[config.mk]
export PLATFORM = sky130hd
export DESIGN_NAME = memory_control
export DESIGN_NICKNAME = d
export VERILOG_FILES = /design/src/logic/coherence_pkg.sv /design/src/logic/bus_arbiter.sv /design/src/logic/memory_control.sv
export SDC_FILE = /design/constraint.sdc
export NUM_CORES = 1
export LEC_CHECK = 0
export BUFFER_PORTS_ARGS = -buffer_cell sky130_fd_sc_hd__buf_2
export CAP_MARGIN = 5
export CORE_AREA = 2 2 154 156
export CTS_CLUSTER_SIZE = 24
export DETAILED_ROUTE_END_ITERATION = 16
export DIE_AREA = 0 0 156 158
export PLACE_DENSITY = 0.53
export SYNTH_ARGS = -nofsm -noshare
export SYNTH_HDL_FRONTEND = slang
export SYNTH_HIERARCHICAL = 1
export SYNTH_SLANG_ARGS = --single-unit
[constraint.sdc]
create_clock -name CLK -period 4.5 [get_ports CLK]
set_input_delay 0.45 -clock CLK [delete_from_list [all_inputs] [get_ports CLK]]
set_output_delay 0.45 -clock CLK [all_outputs]
set_load 0.1 [all_outputs]
[src/logic/coherence_pkg.sv]
package coherence_pkg;

  // bus widths
  localparam int ADDR_W = 16;
  localparam int DATA_W = 32;

  // ram geometry and timing
  localparam int RAM_WORDS = 256;              // addresses wrap on low bits
  localparam int RAM_AW    = $clog2(RAM_WORDS); // index bits actually used
  localparam int RAM_LAT   = 2;                // busy cycles before access
  localparam int LAT_W     = $clog2(RAM_LAT + 1);

  // ram handshake status
  typedef enum logic [1:0] {
    FREE,   // no request
    BUSY,   // request held, latency running
    ACCESS  // load valid / write taken this cycle
  } ramstate_t;

  // controller states
  typedef enum logic [3:0] {
    IDLE,
    SNOOP,      // waiting on peer reply
    BUS_RD_C,   // shared read, peer supplies
    BUS_RD_M,   // shared read from ram
    BUS_RDX_C,  // ownership read, peer supplies
    BUS_RDX_M,  // ownership read from ram
    BUS_WB,     // snooped dirty word back to ram
    WB_REQ,     // eviction writeback
    IMEM_RD     // instruction fetch
  } mc_state_t;

  // one core's cache side into the controller
  typedef struct packed {
    logic              iren;
    logic              dren;
    logic              dwen;
    logic              cctrans;  // ownership on dren or reply valid when snooped
    logic              ccwrite;  // peer has the word modified
    logic [ADDR_W-1:0] iaddr;
    logic [ADDR_W-1:0] daddr;
    logic [DATA_W-1:0] dstore;
  } cache_req_t;

  // controller back to one core
  typedef struct packed {
    logic              iwait;
    logic              dwait;
    logic [DATA_W-1:0] iload;
    logic [DATA_W-1:0] dload;
    logic              ccwait;
    logic              ccinv;
    logic [ADDR_W-1:0] ccsnoopaddr;
  } cache_resp_t;

  // ram port
  typedef struct packed {
    logic              ren;
    logic              wen;
    logic [ADDR_W-1:0] addr;
    logic [DATA_W-1:0] store;
  } ram_req_t;

  typedef struct packed {
    logic [DATA_W-1:0] load;
    ramstate_t         state;
  } ram_resp_t;

endpackage

[src/logic/bus_arbiter.sv]
`timescale 1ns/1ps

// owner bit stays while the owner keeps asking
module bus_arbiter (
  input  logic       CLK,
  input  logic       nRST,
  input  logic [1:0] want,     // per core, any request pending
  input  logic       grant_en, // controller sits in IDLE
  output logic       owner
);

  logic next_owner;

  always_comb begin
    next_owner = owner;
    if (grant_en) begin
      if (want[owner])
        next_owner = owner;      // current owner keeps the bus
      else if (want[~owner])
        next_owner = ~owner;     // hand over to the other core
    end
  end

  always_ff @(posedge CLK, negedge nRST) begin
    if (!nRST) begin
      owner <= 1'b0; // core 0 first out of reset
    end else begin
      owner <= next_owner;
    end
  end

endmodule

[src/logic/memory_control.sv]
`timescale 1ns/1ps

// coherence + arbitration for two cores on one ram
module memory_control import coherence_pkg::*; (
  input  logic        CLK,
  input  logic        nRST,
  input  cache_req_t  req [2],
  output cache_resp_t resp [2],
  output ram_req_t    ram_req,
  input  ram_resp_t   ram_resp
);

  mc_state_t state, next_state;

  logic       owner;      // served core outside IDLE
  logic       rr_armed;   // owner has had at least one turn
  logic [1:0] raw_want;   // any request level per core
  logic [1:0] want;       // after round-robin masking
  logic       sel;        // pick made in IDLE
  logic       cur;        // core being served
  logic       peer;       // the snooped core

  cache_req_t  rq, pr;            // requester / peer inputs
  cache_resp_t rq_resp, pr_resp;  // requester / peer outputs

  // word and address taken from a dirty snoop reply
  logic [DATA_W-1:0] wb_data;
  logic [ADDR_W-1:0] wb_addr;

  logic ram_done;
  assign ram_done = (ram_resp.state == ACCESS);

  // request levels per core
  always_comb begin
    for (int i = 0; i < 2; i++) begin
      raw_want[i] = req[i].iren | req[i].dren | req[i].dwen;
    end
  end

  // owner just had its turn so on a tie the other core goes first
  always_comb begin
    want = raw_want;
    if (rr_armed && (raw_want == 2'b11))
      want[owner] = 1'b0;
  end

  bus_arbiter arb0 (
    .CLK      (CLK),
    .nRST     (nRST),
    .want     (want),
    .grant_en (state == IDLE),
    .owner    (owner)
  );

  // same choice the arbiter stores at the clock edge
  assign sel  = want[owner] ? owner : ~owner;
  assign cur  = (state == IDLE) ? sel : owner;
  assign peer = ~cur;

  assign rq = req[cur];
  assign pr = req[peer];

  always_ff @(posedge CLK, negedge nRST) begin
    if (!nRST) begin
      state    <= IDLE;
      rr_armed <= 1'b0;
    end else begin
      state <= next_state;
      if (state == IDLE && next_state != IDLE)
        rr_armed <= 1'b1; // first grant seen
    end
  end

  // peer reply kept for after the requester lets go
  always_ff @(posedge CLK) begin
    if (state == SNOOP && pr.cctrans) begin
      wb_data <= pr.dstore;
      wb_addr <= rq.daddr; // same as ccsnoopaddr
    end
  end

  always_comb begin : next_logic
    next_state = state;
    case (state)
      IDLE: begin
        if (rq.dren)
          next_state = SNOOP;      // every data read snoops first
        else if (rq.dwen)
          next_state = WB_REQ;
        else if (rq.iren)
          next_state = IMEM_RD;
      end
      SNOOP: begin
        // hold here until the peer answers
        if (pr.cctrans) begin
          if (pr.ccwrite)
            next_state = rq.cctrans ? BUS_RDX_C : BUS_RD_C;
          else
            next_state = rq.cctrans ? BUS_RDX_M : BUS_RD_M;
        end
      end
      BUS_RD_C:  next_state = BUS_WB;   // peer drops to S and the word is still owed to ram
      BUS_RDX_C: next_state = IDLE;     // peer goes to I and ram stays stale
      BUS_RD_M:  next_state = ram_done ? IDLE : state;
      BUS_RDX_M: next_state = ram_done ? IDLE : state;
      BUS_WB:    next_state = ram_done ? IDLE : state;
      WB_REQ:    next_state = ram_done ? IDLE : state;
      IMEM_RD:   next_state = ram_done ? IDLE : state;
      default:   next_state = IDLE;
    endcase
  end

  always_comb begin : out_logic
    // waits up unless completing
    rq_resp = '0;
    rq_resp.iwait = 1'b1;
    rq_resp.dwait = 1'b1;
    pr_resp = '0;
    pr_resp.iwait = 1'b1;
    pr_resp.dwait = 1'b1;

    ram_req = '0;

    case (state)
      SNOOP: begin
        pr_resp.ccwait      = 1'b1;
        pr_resp.ccsnoopaddr = rq.daddr;
        // invalidate peer on the way out of an ownership snoop
        pr_resp.ccinv       = pr.cctrans & rq.cctrans;
      end
      BUS_RD_C, BUS_RDX_C: begin
        rq_resp.dwait = 1'b0;    // cache to cache in one cycle
        rq_resp.dload = wb_data;
      end
      BUS_RD_M, BUS_RDX_M: begin
        ram_req.ren   = 1'b1;
        ram_req.addr  = rq.daddr;
        rq_resp.dwait = ~ram_done;
        rq_resp.dload = ram_resp.load;
      end
      BUS_WB: begin
        // requester already done so only ram traffic is left
        ram_req.wen   = 1'b1;
        ram_req.addr  = wb_addr;
        ram_req.store = wb_data;
      end
      WB_REQ: begin
        ram_req.wen   = 1'b1;
        ram_req.addr  = rq.daddr;
        ram_req.store = rq.dstore;
        rq_resp.dwait = ~ram_done;
      end
      IMEM_RD: begin
        ram_req.ren   = 1'b1;
        ram_req.addr  = rq.iaddr;
        rq_resp.iwait = ~ram_done;
        rq_resp.iload = ram_resp.load;
      end
      default: ; // nothing driven in IDLE
    endcase
  end

  // steer requester/peer views back to core slots
  assign resp[0] = cur ? pr_resp : rq_resp;
  assign resp[1] = cur ? rq_resp : pr_resp;

endmodule

==> results.env, run 1 <==
TRACK_USAGE_PCT=16.6
INITIALDRTVIOLATIONCOUNT=287
GRT_PASS1_VIAS=5566
ROWS=56
DETAILROUTE.VIA_COUNT=6019
SYNTH_COMMON_CELLS='nand2_1, nor2_1, and2_1, mux2i_1, edfxtp_1'
TIGHTEST_SLEW_NS=0.889
POST-ROUTE-WORST-SETUP-SLACK_NS=0.606
SYNTH_EDF_COUNT=48
UNREPAIRED_SETUP_ENDPOINTS_AFTER_GLOBAL_ROUTING='false'
FMAX_MHz=257
CP-START-KIND='flop'
SETUP.REG_TO_REG.WORST_SLACK_NS=1.15
SYNTH_TOP_AREA_CELL='edfxtp_1'
POST-SYNTH-TOP-COUNT-CELL='nand2_1'
FINALHOLDVIOLCOUNT=0
WORSTSETUPENDPOINT='resp[58]'
TOTALNEGATIVESETUPSLACK_NS=0
SYNTH.FF_LATCH_COUNT=54
FP.DIEAREA_MM2=0.0246
SETUP.WORST_PATH.END_CLASS='primary output'
CTS_NUM_SINKS=54
NETLIST_AREA_PRE_PLACE_MM2=0.00492
CLOCK_LATENCY_NS=0.31
NUMCTSBUFFERS=5
POSTLAYOUTCOREUTIL_PCT=31.9
CTS_MAX_PATH_BUFFERS=2
VIA_PER_INST=4.63
SYN_TO_FINAL_GROWTH_PCT=49.5
GRT_PASS1_WL_UM=31500
SETUP_VIOLATORS_FINAL=0
DRT_DRC=0
CP_MAX_FO=20
POST_CTS_RESIZED=0
WL_PER_CELL_UM=16.8
FINAL.MIN_CLOCK_PERIOD_NS=3.89
SYNTH_TOP_FAMILY_BY_AREA='simple AND/OR/NAND/NOR gates'
DRIVE_GT1_SHARE_PCT=42.5
COUNT_OF_DIFFERENT_CELL_MASTERS_AFTER_SYNTHESIS=40
DESIGN.PORTCOUNT=392
MIN_PERIOD_OVER_PERIOD_PCT=86.5
SYNTH_TOP_AREA_SHARE_PCT=29.3
YS_WARN_COUNT=6
CRIT_START='state[1]$_DFF_PN0_'
SYNTHADDERAREAFRAC_PCT=0
MUXSHAREOFSYNTHAREA_PCT=13.8
GLOBALROUTE.TOTALOVERFLOW=0
WORST_SETUP_HOLD_PATH_CLK_SLEW_NS=0.08
HTREE_LEVELS=2
SYNTHFLOPTYPE='edfxtp_1'
MAX_SLEW_MARGIN_PCT=40.6
DETAILEDROUTE.FIRSTPASSITERATIONCOUNT=5
POST_CTS_SETUP_BUFFERS=0
GRT_ANTENNA_BEFORE_REPAIR=4
CORE_AREA_MM2=0.0231
CRIT_TYPE='flop to primary output'
SYNTH_SEQUENTIAL_AREA_RATIO_PCT=32.3
RR_ENDPOINT='wb_data[11]$_DFFE_PP_'
STATUS='complete, no violations'
SYNTH_COMPOUND_GATE_AREA_SHARE_PCT=13.8
SYNTHESIZED_AREA_DIVIDED_BY_SYNTHESIZED_CELL_COUNT_UM2=7.56
TIMING.REG2REG.WORST_PATH_DEPTH=7
SKEW_NS=0.00845
SHARE_OF_SYNTHESIZED_REGISTERS_CARRYING_AN_ASYNC_SET_OR_RESET_PCT=11.1
FINALMAXSLEWVIOLATIONS=0
CRIT_REQUIRED_NS=4.05
FINAL_ANTENNA_NET_COUNT=0
HP-CLASS='input pin to flop'
CTS_ROOT_BUFFER='clkbuf_16'
INITIAL_CORE_UTIL_PCT=21.3
PRE_CTS_WS_NS=0.910
TRITONCTS_CLOCK_TREE='yes'
X_DIMENSION_OF_THE_DIE_UM=156
MAXIMUM_NUMBER_OF_PINS_ON_ONE_NET_BEFORE_GLOBAL_ROUTE_REPAIR=86
TOTAL_DETAILED_ROUTING_WIRELENGTH_UM=21800
MAX_CAP_VIOLATIONS=0
SYNTH_XOR_AREA_SHARE_PCT=0.178
YS_TOP_CELLS_BY_AREA='edfxtp_1, mux2i_1, nand2_1'
NETS=1180
SYNTH_CELLS=651
IO_BUFFERS=391
DPL.HPWL_UM=16500
SYNTH_SIMPLE_GATE_AREA_SHARE_PCT=33.3
SYNTHESIS.NETS=825
FINALWEIGHTEDCONGESTION=0.791
CRITICAL_PATH_ARRIVAL_NS=3.44
DIE-HEIGHT_UM=158
REG_TO_REG_START='state[1]$_DFF_PN0_'
routing by layer:
layer | track usage, % | routed length, um | share of wire (%) | vias up
met4 | 3.93 | 491 | 2.2 | 4
met1 | 19.6 | 9100 | 42 | 2741
met3 | 3.67 | 1520 | 7.0 | 26
met5 | 0 | 24 | 0.11 | -
met2 | 30.7 | 10700 | 49 | 295
li1 | - | - | - | 2953
flip-flops by register name, summed over array words and instances, names as in the netlist:
name	flops
arb0/owner	1
rr_armed	1
state	4
wb_addr	16
wb_data	32
logic make-up (layout without fill, tap and decap cells):
| family | after synthesis | in the layout |
|---|---|---|
| muxes | 67 | 67 |
| and+or+nand+nor | 355 | 355 |
| xor gates and xnor gates | 1 | 1 |
| AOI/OAI and AO/OA | 98 | 98 |
| other | 0 | 2 |
| DFF | 54 | 54 |
| buffers and inverters | 76 | 432 |
cell usage in the layout, fill, tap and decap left out, drive strengths merged, types with 2 or more instances in the layout:
master / count
o31ai: 2
inv: 20
diode: 2
nor2: 75
a211o: 2
mux2i: 65
buf: 403
and3: 34
clkbuf: 7
nor3: 4
nand3: 4
a21oi: 4
a31oi: 2
o21ai: 32
mux2: 2
edfxtp: 48
and2: 67
nor2b: 2
o221ai: 16
dfrtp: 6
nand2: 159
or3: 3
or2: 3
a22oi: 33
stage by stage:
| stage | cell area, um2 | hold slack [ns] | std cells |
|---|---|---|---|
| after global routing | 7350 | 0.422 | 1297 |
| after CTS | 7350 | 0.405 | 1297 |
| final | 7360 | 0.415 | 1299 |
| after detailed placement | 7170 | 0.295 | 1288 |
| after global placement | 7170 | 0.295 | 1288 |
| after floorplan | 4930 | 0.154 | 651 |
what timing repair did:
item / CTS / global route
endpoints found under the setup margin: 0 / 0
hold buffers: 1 / 0
hold endpoints to repair: 6 / 0
area by class of cell:
| class | instances | area [um2] |
|---|---|---|
| inverter | 20 | 75.1 |
| multi-input combinational | 521 | 3050 |
| sequential | 54 | 1590 |
| timing repair buffer | 404 | 2090 |
| fill | 2464 | 15700 |
| tap | 290 | 363 |
| clock buffer | 7 | 143 |
| antenna | 2 | 5.00 |
| clock inverter | 1 | 30.0 |
worst min-delay path by stage:
stage	startpoint	to	slack [ns]	depth (start not counted)
after floorplan	nRST	arb0/owner$_DFFE_PN0P_	0.15	0
after global placement	nRST	arb0/owner$_DFFE_PN0P_	0.29	1
after detailed placement	nRST	arb0/owner$_DFFE_PN0P_	0.29	1
after CTS	req[6]	wb_data[6]$_DFFE_PP_	0.41	3
after global routing	req[28]	wb_data[28]$_DFFE_PP_	0.42	3
final	req[1]	wb_data[1]$_DFFE_PP_	0.42	3
critical path, cell delays in order, from the launching register on:
cell and delay (ns):
dfrtp_1 0.49, or4_4 0.58, a211o_1 0.35, and2_4 0.21, nor2_2 0.63, buf_4 0.31
and2_1 0.14, buf_2 0.42
Power of run 1 is left out: the tool's default activity adds up to more than one toggle a clock period on the data nets, which glitch-free logic cannot reach.
==> run 2, diff against run 1 <==
CORE_AREA = 2 2 151 153   (was 2 2 154 156)
DIE_AREA = 0 0 153 155   (was 0 0 156 158)
PLACE_DENSITY = 0.55   (was 0.53)
SYNTH_HIERARCHICAL = unset   (was 1)
==> results.env, run 2 <==
STATUS='complete, no violations'
FINALHOLDVIOLCOUNT=0  # unchanged
COUNT_OF_DIFFERENT_CELL_MASTERS_AFTER_SYNTHESIS=42  # +5.0%
DESIGN.PORTCOUNT=392  # unchanged
FINALMAXSLEWVIOLATIONS=0  # unchanged
MAX_CAP_VIOLATIONS=0  # unchanged
CLOCK_LATENCY_NS=0.30  # about the same
MIN_TO='wb_data[20]$_DFFE_PP_'
SYN_TO_FINAL_GROWTH_PCT=47.0
TOTALNEGATIVESETUPSLACK_NS=0  # unchanged
WORST_HOLD_SLACK_NS=0.417  # +0.00166 ns
GRT_PASS1_VIAS=5729  # +2.9%
SYNTH_TOP_AREA_CELL='edfxtp_1'
ROWS=55  # -1.8%
IO_BUFFERS=391  # unchanged
CRIT_TYPE='flop to primary output'
NUMCTSBUFFERS=5  # unchanged
TRACK_USAGE_PCT=16.9  # +0.29 points
CTS_MAX_PATH_BUFFERS=2  # unchanged
SYNTH_CELLS=649  # -0.31%
CRITICAL_PATH_ARRIVAL_NS=3.23  # -0.21 ns
DETAILEDROUTE.FIRSTPASSITERATIONCOUNT=5  # unchanged
ANTENNA_CELLS_INSERTED=0  # -2
CTS_NUM_SINKS=54  # unchanged
HTREE_LEVELS=2  # unchanged
DRT_DRC=0  # unchanged
YS_TOP_CELLS_BY_AREA='edfxtp_1, mux2i_1, nand2_1'
POST-ROUTE-CELL-AREA_MM2=0.00733  # -0.41%
MAX_SLEW_MARGIN_PCT=52.0  # +11 points
NETLIST_AREA_PRE_PLACE_MM2=0.00498  # +1.3%
SETUP.WORST_PATH.END_CLASS='primary output'
X_DIMENSION_OF_THE_DIE_UM=153  # -1.9%
PLACED_CELL_AREA_MM2=0.00718  # +0.14%
INITIAL_CORE_UTIL_PCT=22.4  # +1.1 points
CP_MAX_FO=41  # +110%
CTS_ROOT_BUFFER='clkbuf_16'
LAYOUT_COMMON_CELLS='buf_2, nand2_1, nor2_1'
SYNTH_SEQUENTIAL_AREA_RATIO_PCT=31.9  # -0.41 points
REG_TOP3='wb_data (32), wb_addr (16), state (4)'
YS_WARN_COUNT=0  # -6
MAXIMUM_NUMBER_OF_PINS_ON_ONE_NET_BEFORE_GLOBAL_ROUTE_REPAIR=80  # -7.0%
TRITONCTS_CLOCK_TREE='yes'
DRIVE_GT1_SHARE_PCT=42.3  # -0.24 points
FP.DIEAREA_MM2=0.0237  # -3.8%
SYNTH_TOP_AREA_SHARE_PCT=28.9  # -0.37 points
REG_TO_REG_START='state[1]$_DFF_PN0_'
SYNTHESIZED_AREA_DIVIDED_BY_SYNTHESIZED_CELL_COUNT_UM2=7.68  # +1.6%
INITIALDRTVIOLATIONCOUNT=355  # +24%
HP-CLASS='input pin to flop'
FINAL.MIN_CLOCK_PERIOD_NS=3.68  # -0.213 ns
SETUP.REG_TO_REG.WORST_SLACK_NS=1.43  # +0.28 ns
DIE-HEIGHT_UM=155  # -1.9%
TOTAL_DETAILED_ROUTING_WIRELENGTH_UM=21100  # -3.3%
POST-SYNTH-TOP-COUNT-CELL='nand2_1'
MIN_PERIOD_OVER_PERIOD_PCT=81.8  # -4.7 points
SETUP_VIOLATORS_FINAL=0  # unchanged
CORE_AREA_MM2=0.0222  # -3.6%
CP-START-KIND='flop'
SYNTH_COMMON_CELLS='nand2_1, nor2_1, mux2i_1, and2_1, edfxtp_1'
NETS=1181  # +0.085%
FINALWEIGHTEDCONGESTION=0.809  # +2.3%
TIMING.HOLD.WORST.START='req[20]'
WORST_SETUP_HOLD_PATH_CLK_SLEW_NS=0.07  # about the same
CRIT_REQUIRED_NS=4.05  # about the same
DETAILROUTE.VIA_COUNT=6036  # +0.28%
LARGEST_REGISTER_FF_COUNT=32  # unchanged
SYNTHESIS.NETS=823  # -0.24%
TIGHTEST_SLEW_NS=0.718  # -0.171 ns
SYNTH_EDF_COUNT=48  # unchanged
SYNTH.FF_LATCH_COUNT=54  # unchanged
FMAX_MHz=272  # +5.8%
FINAL_COMMON_CELL='buf_2'
FINAL_ANTENNA_NET_COUNT=0  # unchanged
GRT_ANTENNA_BEFORE_REPAIR=0  # -4
TIMING.REG2REG.WORST_PATH_DEPTH=7  # unchanged
SKEW_NS=0.00924  # +0.000786 ns
SHARE_OF_SYNTHESIZED_REGISTERS_CARRYING_AN_ASYNC_SET_OR_RESET_PCT=11.1  # unchanged
DPL.HPWL_UM=15900  # -3.4%
SYNTHFLOPTYPE='edfxtp_1'
LARGEST-REGISTER='wb_data'
WL_PER_CELL_UM=16.3  # -2.9%
VIA_PER_INST=4.67  # +0.75%
RR_ENDPOINT='wb_data[12]$_DFFE_PP_'
GRT_PASS1_WL_UM=31800  # +0.97%
GLOBALROUTE.TOTALOVERFLOW=0  # unchanged
UNREPAIRED_SETUP_ENDPOINTS_AFTER_GLOBAL_ROUTING='false'
HOLD_PATH_CELL_CNT=3  # unchanged
-- run 2: cell types whose count changed after synthesis, sizes merged, moves of 3 or more --
cell / before / now
clkbuf: 40 / 25
nand3: 4 / 1
nand4: 0 / 3
and2: 67 / 64
o21ai: 32 / 35
buf: 16 / 30
-- run 2: worst max path at each step --
stage                            start              endpoint
floorplan           state[1]$_DFF_PN0_  wb_addr[0]$_DFFE_PP_
global placement    state[1]$_DFF_PN0_             resp[162]
detailed placement  state[1]$_DFF_PN0_             resp[152]
CTS                 state[1]$_DFF_PN0_             resp[152]
global route        state[1]$_DFF_PN0_             resp[144]
finish              state[1]$_DFF_PN0_             resp[152]
-- run 2: critical path: stages, from the launching register on --
cell     delay (ns)
dfrtp_1        0.54
nor4_4         0.44
o22ai_2        0.18
or2_4          0.47
nor2_4         0.64
and2_1         0.22
buf_2          0.42
-- run 2: metrics by stage --
step	cells	utilization [%]	setup WS, ns
3_5_place_dp	1284	32.3	1.11
6_report	1293	33.0	0.820
5_1_grt	1293	33.0	0.652
4_1_cts	1293	33.0	0.762
3_3_place_gp	1284	32.3	1.17
2_1_floorplan	649	-	0.0130
-- run 2: layer usage --
metal / share of wire [%] / up-vias / track usage [%]
met5: 0 / - / 0
li1: - / 2955 / -
met4: 2.3 / 0 / 5.03
met3: 6.5 / 23 / 3.51
met1: 41 / 2749 / 19.8
met2: 50 / 309 / 31.1
-- run 2: cell type report --
cell class | count | area (um2)
Clock buffer | 6 | 129
Clock inverter | 2 | 8.76
Fill cell | 2440 | 14900
Inverter | 20 | 75.1
Multi-Input combinational cell | 520 | 3070
Sequential cell | 54 | 1590
Tap cell | 285 | 357
Timing Repair Buffer | 406 | 2100
-- run 2: timing repair --
action	CTS	global route
hold buffers	1	0
setup endpoints to repair	0	0
hold endpoints to repair	6	0
gates resized for setup	0	0
setup buffers	0	0
-- run 2: cell families after synthesis --
logic type | Yosys count | synth area share (%)
AND/OR/NAND/NOR | 354 | 33.3
AO/OA/AOI/OAI | 100 | 14.1
buffers and inverters | 75 | 7.43
multiplexers | 65 | 13.1
flip-flops | 54 | 31.9
XOR/XNOR | 1 | 0.176
Power of run 2 is left out for the same reason.
